==> src/switch_defs.svh <==
`ifndef SWITCH_DEFS_SVH
`define SWITCH_DEFS_SVH

// Switch dimensions.
`define SW_PORTS       4
`define SW_DATA_W      16

// Entries in each source queue of an output buffer.
`define SW_QUEUE_DEPTH 8

`endif

==> src/switch_pkg.sv <==
`include "switch_defs.svh"

package switch_pkg;

    // Index of an input or output port.
    typedef logic [$clog2(`SW_PORTS)-1:0] port_t;

    // Payload word of one cell.
    typedef logic [`SW_DATA_W-1:0] data_t;

    // One captured cell.
    // src is the input port it entered on.
    typedef struct packed {
        port_t src;
        port_t dest;
        data_t data;
    } cell_t;

endpackage

==> src/cell_lane_if.sv <==
`timescale 1ns/1ps

interface cell_lane_if;
    import switch_pkg::*;

    // A cell sits on the lane for the current slot while valid is high.
    logic  valid;
    port_t src;
    port_t dest;
    data_t data;

    modport sender (
        output valid,
        output src,
        output dest,
        output data
    );

    modport receiver (
        input valid,
        input src,
        input dest,
        input data
    );

endinterface

==> src/frame_rotator.sv <==
`timescale 1ns/1ps
`include "switch_defs.svh"

module frame_rotator (
    input  logic                                            clk,
    input  logic                                            rst_n,
    input  logic [`SW_PORTS-1:0]                            vld_in,
    input  logic [`SW_PORTS*$bits(switch_pkg::port_t)-1:0]  dest_in,
    input  logic [`SW_PORTS*`SW_DATA_W-1:0]                 data_in,
    input  logic [`SW_PORTS-1:0]                            alm_full_in,
    output logic                                            ready,
    cell_lane_if.sender                                     lanes [`SW_PORTS]
);
    import switch_pkg::*;

    localparam int    PW        = $bits(port_t);
    localparam port_t LAST_SLOT = port_t'(`SW_PORTS - 1);

    port_t                slot;
    logic [`SW_PORTS-1:0] frame_vld;
    cell_t                frame_cell [`SW_PORTS];
    cell_t                cell_in [`SW_PORTS];

    // ******************************************************************
    // Slot counter and frame acceptance.
    // ******************************************************************

    always_ff @(posedge clk or negedge rst_n) begin
        if (!rst_n) begin
            slot <= '0;
        end else begin
            slot <= slot + 1'b1;
        end
    end

    // Frames are taken only at the boundary, and never while a queue is close to full.
    assign ready = (slot == LAST_SLOT) && !(|alm_full_in);

    for (genvar i = 0; i < `SW_PORTS; i++) begin : g_cell_in
        assign cell_in[i] = {port_t'(i), dest_in[i*PW +: PW], data_in[i*`SW_DATA_W +: `SW_DATA_W]};
    end

    // A refused frame becomes an empty one.
    always_ff @(posedge clk or negedge rst_n) begin
        if (!rst_n) begin
            frame_vld <= '0;
        end else if (slot == LAST_SLOT) begin
            frame_vld <= ready ? vld_in : '0;
        end
    end

    always_ff @(posedge clk) begin
        if (slot == LAST_SLOT && ready) begin
            frame_cell <= cell_in;
        end
    end

    // ******************************************************************
    // Rotation onto the output lanes.
    // ******************************************************************

    // Lane o shows input (o - slot) mod N, so each input meets every lane once.
    for (genvar o = 0; o < `SW_PORTS; o++) begin : g_lane
        port_t src_idx;

        assign src_idx         = port_t'(o) - slot;
        assign lanes[o].valid  = frame_vld[src_idx];
        assign lanes[o].src    = frame_cell[src_idx].src;
        assign lanes[o].dest   = frame_cell[src_idx].dest;
        assign lanes[o].data   = frame_cell[src_idx].data;
    end

    a_no_load_when_full : assert property (
        @(posedge clk) disable iff (!rst_n)
        (slot == LAST_SLOT && |alm_full_in) |=> (frame_vld == '0)
    ) else $error("frame_rotator: frame loaded while a queue is almost full");

endmodule

==> src/voq_buffer.sv <==
`timescale 1ns/1ps
`include "switch_defs.svh"

module voq_buffer #(
    parameter switch_pkg::port_t OUT_PORT = '0
) (
    input  logic                clk,
    input  logic                rst_n,
    cell_lane_if.receiver       lane,
    input  logic                rd_en,
    input  switch_pkg::port_t   rd_sel,
    output switch_pkg::data_t   rd_data,
    output logic [`SW_PORTS-1:0] empty,
    output logic                alm_full
);
    import switch_pkg::*;

    localparam int PTR_W  = $clog2(`SW_QUEUE_DEPTH);
    localparam int ADDR_W = $bits(port_t) + PTR_W;
    localparam int CNT_W  = PTR_W + 1;

    // Shared storage, the source index picks the region.
    data_t                mem [`SW_PORTS*`SW_QUEUE_DEPTH];

    logic [PTR_W-1:0]     wr_ptr [`SW_PORTS];
    logic [PTR_W-1:0]     rd_ptr [`SW_PORTS];
    logic [CNT_W-1:0]     count [`SW_PORTS];
    logic [`SW_PORTS-1:0] full;
    logic [`SW_PORTS-1:0] alm;
    logic [`SW_PORTS-1:0] push;
    logic [`SW_PORTS-1:0] pop;
    logic                 lane_hit;
    logic [ADDR_W-1:0]    wr_addr;
    logic [ADDR_W-1:0]    rd_addr;

    assign lane_hit = lane.valid && (lane.dest == OUT_PORT);

    // ******************************************************************
    // Per-queue flags and strobes.
    // ******************************************************************

    for (genvar q = 0; q < `SW_PORTS; q++) begin : g_queue
        assign empty[q] = (count[q] == '0);
        assign full[q]  = (count[q] == CNT_W'(`SW_QUEUE_DEPTH));
        assign alm[q]   = (count[q] >= CNT_W'(`SW_QUEUE_DEPTH - 1));
        assign push[q]  = lane_hit && (lane.src == port_t'(q)) && !full[q];
        assign pop[q]   = rd_en && (rd_sel == port_t'(q)) && !empty[q];
    end

    assign alm_full = |alm;

    // ******************************************************************
    // Storage and pointers.
    // ******************************************************************

    assign wr_addr = {lane.src, wr_ptr[lane.src]};
    assign rd_addr = {rd_sel, rd_ptr[rd_sel]};

    always_ff @(posedge clk) begin
        if (|push) begin
            mem[wr_addr] <= lane.data;
        end
    end

    // Head of the selected queue, shown before the pop.
    assign rd_data = mem[rd_addr];

    always_ff @(posedge clk or negedge rst_n) begin
        if (!rst_n) begin
            for (int q = 0; q < `SW_PORTS; q++) begin
                wr_ptr[q] <= '0;
                rd_ptr[q] <= '0;
                count[q]  <= '0;
            end
        end else begin
            for (int q = 0; q < `SW_PORTS; q++) begin
                if (push[q]) begin
                    wr_ptr[q] <= wr_ptr[q] + 1'b1;
                end
                if (pop[q]) begin
                    rd_ptr[q] <= rd_ptr[q] + 1'b1;
                end
                if (push[q] && !pop[q]) begin
                    count[q] <= count[q] + 1'b1;
                end else if (!push[q] && pop[q]) begin
                    count[q] <= count[q] - 1'b1;
                end
            end
        end
    end

    // Back-pressure in the rotator must keep every queue from overflowing.
    a_no_overflow : assert property (
        @(posedge clk) disable iff (!rst_n)
        lane_hit |-> !full[lane.src]
    ) else $error("voq_buffer %0d: cell dropped on a full queue", OUT_PORT);

    a_no_underflow : assert property (
        @(posedge clk) disable iff (!rst_n)
        rd_en |-> !empty[rd_sel]
    ) else $error("voq_buffer %0d: read of an empty queue", OUT_PORT);

endmodule

==> src/cell_switch.sv <==
`timescale 1ns/1ps
`include "switch_defs.svh"

module cell_switch (
    input  logic                                            clk,
    input  logic                                            rst_n,

    input  logic [`SW_PORTS-1:0]                            vld_in,
    input  logic [`SW_PORTS*$bits(switch_pkg::port_t)-1:0]  dest_in,
    input  logic [`SW_PORTS*`SW_DATA_W-1:0]                 data_in,
    output logic                                            ready,

    input  logic [`SW_PORTS-1:0]                            rd_en,
    input  logic [`SW_PORTS*$bits(switch_pkg::port_t)-1:0]  rd_sel,
    output logic [`SW_PORTS*`SW_PORTS-1:0]                  empty,
    output logic [`SW_PORTS*`SW_DATA_W-1:0]                 data_out,

    output logic                                            alm_ost_full
);
    import switch_pkg::*;

    localparam int PW = $bits(port_t);

    logic [`SW_PORTS-1:0] alm_full;

    cell_lane_if lane [`SW_PORTS] ();

    // ******************************************************************
    // Input side.
    // ******************************************************************

    frame_rotator u_rotator (
        .clk         (clk),
        .rst_n       (rst_n),
        .vld_in      (vld_in),
        .dest_in     (dest_in),
        .data_in     (data_in),
        .alm_full_in (alm_full),
        .ready       (ready),
        .lanes       (lane)
    );

    // ******************************************************************
    // Output buffers, one per lane.
    // ******************************************************************

    for (genvar o = 0; o < `SW_PORTS; o++) begin : g_out
        voq_buffer #(
            .OUT_PORT (port_t'(o))
        ) u_voq (
            .clk      (clk),
            .rst_n    (rst_n),
            .lane     (lane[o]),
            .rd_en    (rd_en[o]),
            .rd_sel   (rd_sel[o*PW +: PW]),
            .rd_data  (data_out[o*`SW_DATA_W +: `SW_DATA_W]),
            .empty    (empty[o*`SW_PORTS +: `SW_PORTS]),
            .alm_full (alm_full[o])
        );
    end

    assign alm_ost_full = |alm_full;

endmodule

==> config.mk <==
export PLATFORM = sky130hd
export DESIGN_NAME = cell_switch
export DESIGN_NICKNAME = d
export VERILOG_FILES = /design/src/switch_pkg.sv /design/src/cell_lane_if.sv /design/src/frame_rotator.sv /design/src/voq_buffer.sv /design/src/cell_switch.sv
export VERILOG_INCLUDE_DIRS = /design/src /design/src/src
export SDC_FILE = /design/constraint.sdc
export NUM_CORES = 2
export LEC_CHECK = 0
export ABC_AREA = 1
export ABC_CLOCK_PERIOD_IN_PS = 5400
export BUFFER_PORTS_ARGS = -buffer_cell sky130_fd_sc_hd__buf_2
export CAP_MARGIN = 20
export CORE_MARGIN = 5
export CORE_UTILIZATION = 30
export CTS_CLUSTER_DIAMETER = 100
export DETAILED_ROUTE_END_ITERATION = 10
export GPL_TIMING_DRIVEN = 0
export PLACE_DENSITY = 0.48
export SKIP_LAST_GASP = 1
export SLEW_MARGIN = 30
export SYNTH_ARGS = -nofsm -noshare
export SYNTH_HDL_FRONTEND = slang
export SYNTH_HIERARCHICAL = 1
export SYNTH_SLANG_ARGS = --single-unit
export TNS_END_PERCENT = 100
==> constraint.sdc <==
create_clock -name clk -period 5.4 [get_ports clk]
set_input_delay 0.54 -clock clk [delete_from_list [all_inputs] [get_ports clk]]
set_output_delay 0.54 -clock clk [all_outputs]
set_load 0.03 [all_outputs]
==> results.md <==
- Post-Synth Simple-Gate Area: 24.6%
- Clock root cell: clkbuf_16
- Final #Nets: 10,500
- Power Dens Cells: 430 nW/µm²
- Die extent in x: 599 µm
- Hold Fails Final Rpt: 0
- Via count of the routed design: 72,900
- Slew Viols, Final: 0
- Async SR Flop Fraction: 7.26%
- Routed WL per cell: 22.4 µm
- Core Area: 346,000 µm²
- Worst setup path start: u_rotator/slot[0]
- Worst R2R Path Depth: 15
- Startpoint types: flip-flop
- Via density: 4.81
- Maximum vdd drop: 244 µV
- Remaining antenna violation count after routing: 0
- Worst EP arrival: 5.91 ns
- Clk_skew: 0.0624 ns
- Critical Path End: g_out[0].u_voq/mem[4][8]
- Pleak: 0.0488 µW
- Skew-Pair Late Insertion Delay: 0.91 ns
- Power, Total: 52,900 µW
- Crit end category: flip-flop
- Worst-path maximum fanout: 16
- Pin count of the biggest net entering global routing: 81
- EDFF count, synth: 2,120
- Sequential element share of the synthesized area: 65.3%
- All-layer global routing usage: 18.4%
- Initial antenna violation count: 18
- Vias in the first global route: 71,800
- Post-synthesis compound-gate area fraction: 0.602%
- Area grow syn2layout: 18.5%
- RePlAce Congestion: 0.881
- Syn_area_per_cell: 10.7 µm²
- Syn Inst Count: 9,717
- Hold_ws: 0.117 ns
- RSZ-0062 raised after global routing: yes
- Cell Area, Synth: 104,000 µm²
- Worst-path clk slew: 0.06 ns
- FF-to-FF Start: u_rotator/slot[0]
- Clock buffer count from CTS: 275
- XOR/XNOR share of the synthesized area: 0.944%
- Critical path's slowest cell: nor2_2
- Final Critical Period: 5.39 ns
- CTS tree: done
- CP Data Required Time: 5.92 ns
- Post-synthesis mux area share: 0.0433%
- Post-synth net total: 9,906
- Die area: 358,000 µm²
- Cell taking the most area after synthesis: edfxtp_1
- GR Overflow Total: 0
- Synth Area in Adders: 1.31%
- Layout cell share with drive strength beyond 1: 12.7%
- Hold Path Origin: rd_sel[2]
- Max-slew headroom: 35.5%
- # IOs: 172
- Synth Warn #: 6
- Starting Density: 30.1%
- Hold Path Class: in2reg
- Hpwl dp: 246,000 µm
- Synthesized flop and latch total: 2,286
- CTS Buffer Depth: 4
- Final setup viols: 0
- PortBufs: 165
- Slowest stage delay, CP: 0.87 ns
- F_max: 0.186 GHz
- Post-route DRC: 0
- First-pass GRT wire length: 486,000 µm
- Worst slew pin tran: 0.966 ns
- TritonCTS Sinks: 2,286
- CP cell instances: buf_6 -> inv_4 -> buf_2 -> ha_1 -> buf_2 -> buf_1 -> nand2_1 -> nand2_1 -> nor2_1 -> nand2_1 -> nor3b_2 -> inv_1 -> nand4_1 -> nand4_2 -> nor2_2
- Kind of critical path: reg2reg
- Post-synth top area share: 61.3%
- RR Endpoint: g_out[0].u_voq/mem[4][8]
- H-Tree Depth: 5
- Placement row count: 216
- TritonRoute pass-1 iters: 6
- Main synth FF type: edfxtp_1
- Post-Route WL: 339,000 µm
- Post-synth cell types: 45
- Die height: 599 µm
- Synth area leaders: edfxtp_1 61%, nand3_1 9.2%, nand2_1 8.5%, nand3b_1 5.6%, inv_1 4.3%
- Flop-to-flop setup slack: 0.01 ns
- Largest family of logic cells by synthesized area: simple AND/OR/NAND/NOR gates
- Status: complete, no violations
- Period utilisation layout: 99.8%
- Max Cap Viol: 0
- DR iter-0 viols: 6,188
- Crit-path most repeated cell: nand2_1
==> kinds of logic (layout without fill, tap and decap cells) <==
logic type,count (synthesis),count (layout)
and+or+nand+nor,5328,5328
DFF,2286,2286
buffers and inverters,1782,2632
xor gates and xnor gates,112,112
AOI/OAI and AO/OA,106,106
adders and majority gates,99,99
muxes,4,4
other,0,7
==> cell type report <==
| type | instances | area (µm²) |
|---|---|---|
| Multi-Input combinational cell | 5649 | 29400 |
| Inverter | 1208 | 4540 |
| Sequential cell | 2286 | 67800 |
| Tap cell | 4578 | 5730 |
| Clock buffer | 349 | 7450 |
| Clock inverter | 143 | 1390 |
| Fill cell | 33900 | 223000 |
| Antenna cell | 7 | 17.5 |
| Timing Repair Buffer | 359 | 3800 |
| Buffer | 573 | 3020 |
==> placed cells by master, fill, tap and decap left out, types with 76 or more instances in the layout <==
master and instances:
buf_2 492, clkbuf_1 202, clkbuf_16 286, dfrtp_1 165
dlygate4sd3_1 81, edfxtp_1 2120, ha_1 83, inv_1 1180
nand2_1 2283, nand3_1 1908, nand3b_1 769, nor2_1 95
nor2_2 92, xnor2_1 76
==> routing by layer <==
metal / up-vias / GRT usage [%] / wire [µm]
met5: - / 0 / 0
met2: 2113 / 31.1 / 161000
met1: 36000 / 23.3 / 141000
li1: 34200 / - / -
met3: 579 / 2.29 / 17100
met4: 0 / 9.03 / 19800
==> cell usage after synthesis (29+ instances only) <==
master,number
inv_1,1180
buf_2,328
a21oi_1,36
ha_1,83
xnor2_1,76
nor2_1,225
xor2_1,36
edfxtp_1,2120
nand3b_1,769
nand2_1,2347
dfrtp_1,166
nand4_1,29
buf_4,60
clkbuf_1,146
nand3_1,1910
buf_6,29
==> worst min path at each step <==
stage                                to  slack, ns  cells past startpoint
2_1_floorplan   g_out[0].u_voq/count[0]       0.24                      0
3_3_place_gp   g_out[0].u_voq/rd_ptr[5]       0.46                      1
3_5_place_dp   g_out[0].u_voq/rd_ptr[2]       0.46                      1
4_1_cts        g_out[3].u_voq/rd_ptr[5]       0.04                      4
5_1_grt        g_out[2].u_voq/rd_ptr[5]       0.09                      4
6_report       g_out[1].u_voq/rd_ptr[5]       0.12                      4
==> critical path, delay by kind of cell, from the launching register on <==
family / cells / cell delay (ns)
flip-flops: 1 / 0.53
AND/OR/NAND/NOR: 8 / 2.89
buffers and inverters: 6 / 1.17
adder cells (fa/ha/maj): 1 / 0.42
==> what timing repair did <==
action                                  4_1_cts  5_1_grt
hold buffers                                 81        0
buffers inserted                             10       11
hold endpoints to repair                    177        0
gates cloned                                  0        0
resized for setup                            34        7
endpoints found under the setup margin      756      354
pin swaps                                     6        6
==> state kept, by name, summed over array words and instances, names as in the netlist <==
| signal | cells |
|---|---|
| g_out.u_voq/count | 64 |
| g_out.u_voq/wr_ptr | 48 |
| g_out.u_voq/mem | 2048 |
| g_out.u_voq/rd_ptr | 48 |
| u_rotator/frame_vld | 4 |
| u_rotator/frame_cell | 72 |
| u_rotator/slot | 2 |
==> where the power goes <==
group          internal (µW)  total, µW  switching (µW)
logic                   4360      14600           10200
clock network          10900      18300            7430
registers              19500      20000             520
==> through the flow <==
stage	setup WS, ns	instance area (µm²)	instances	TNS, ns	util (%)
after floorplan	0.464	104000	9717	0	-
after global placement	-2.90	110000	14500	-733.60	32.0
after detailed placement	-0.719	113000	14600	-266.87	32.7
after CTS	-0.0292	123000	15100	-0.668	35.6
after global routing	-0.197	123000	15100	-14.08	35.6
final	0.00964	123000	15200	0	35.6
No activity file was read; power rests on OpenSTA's default activity.
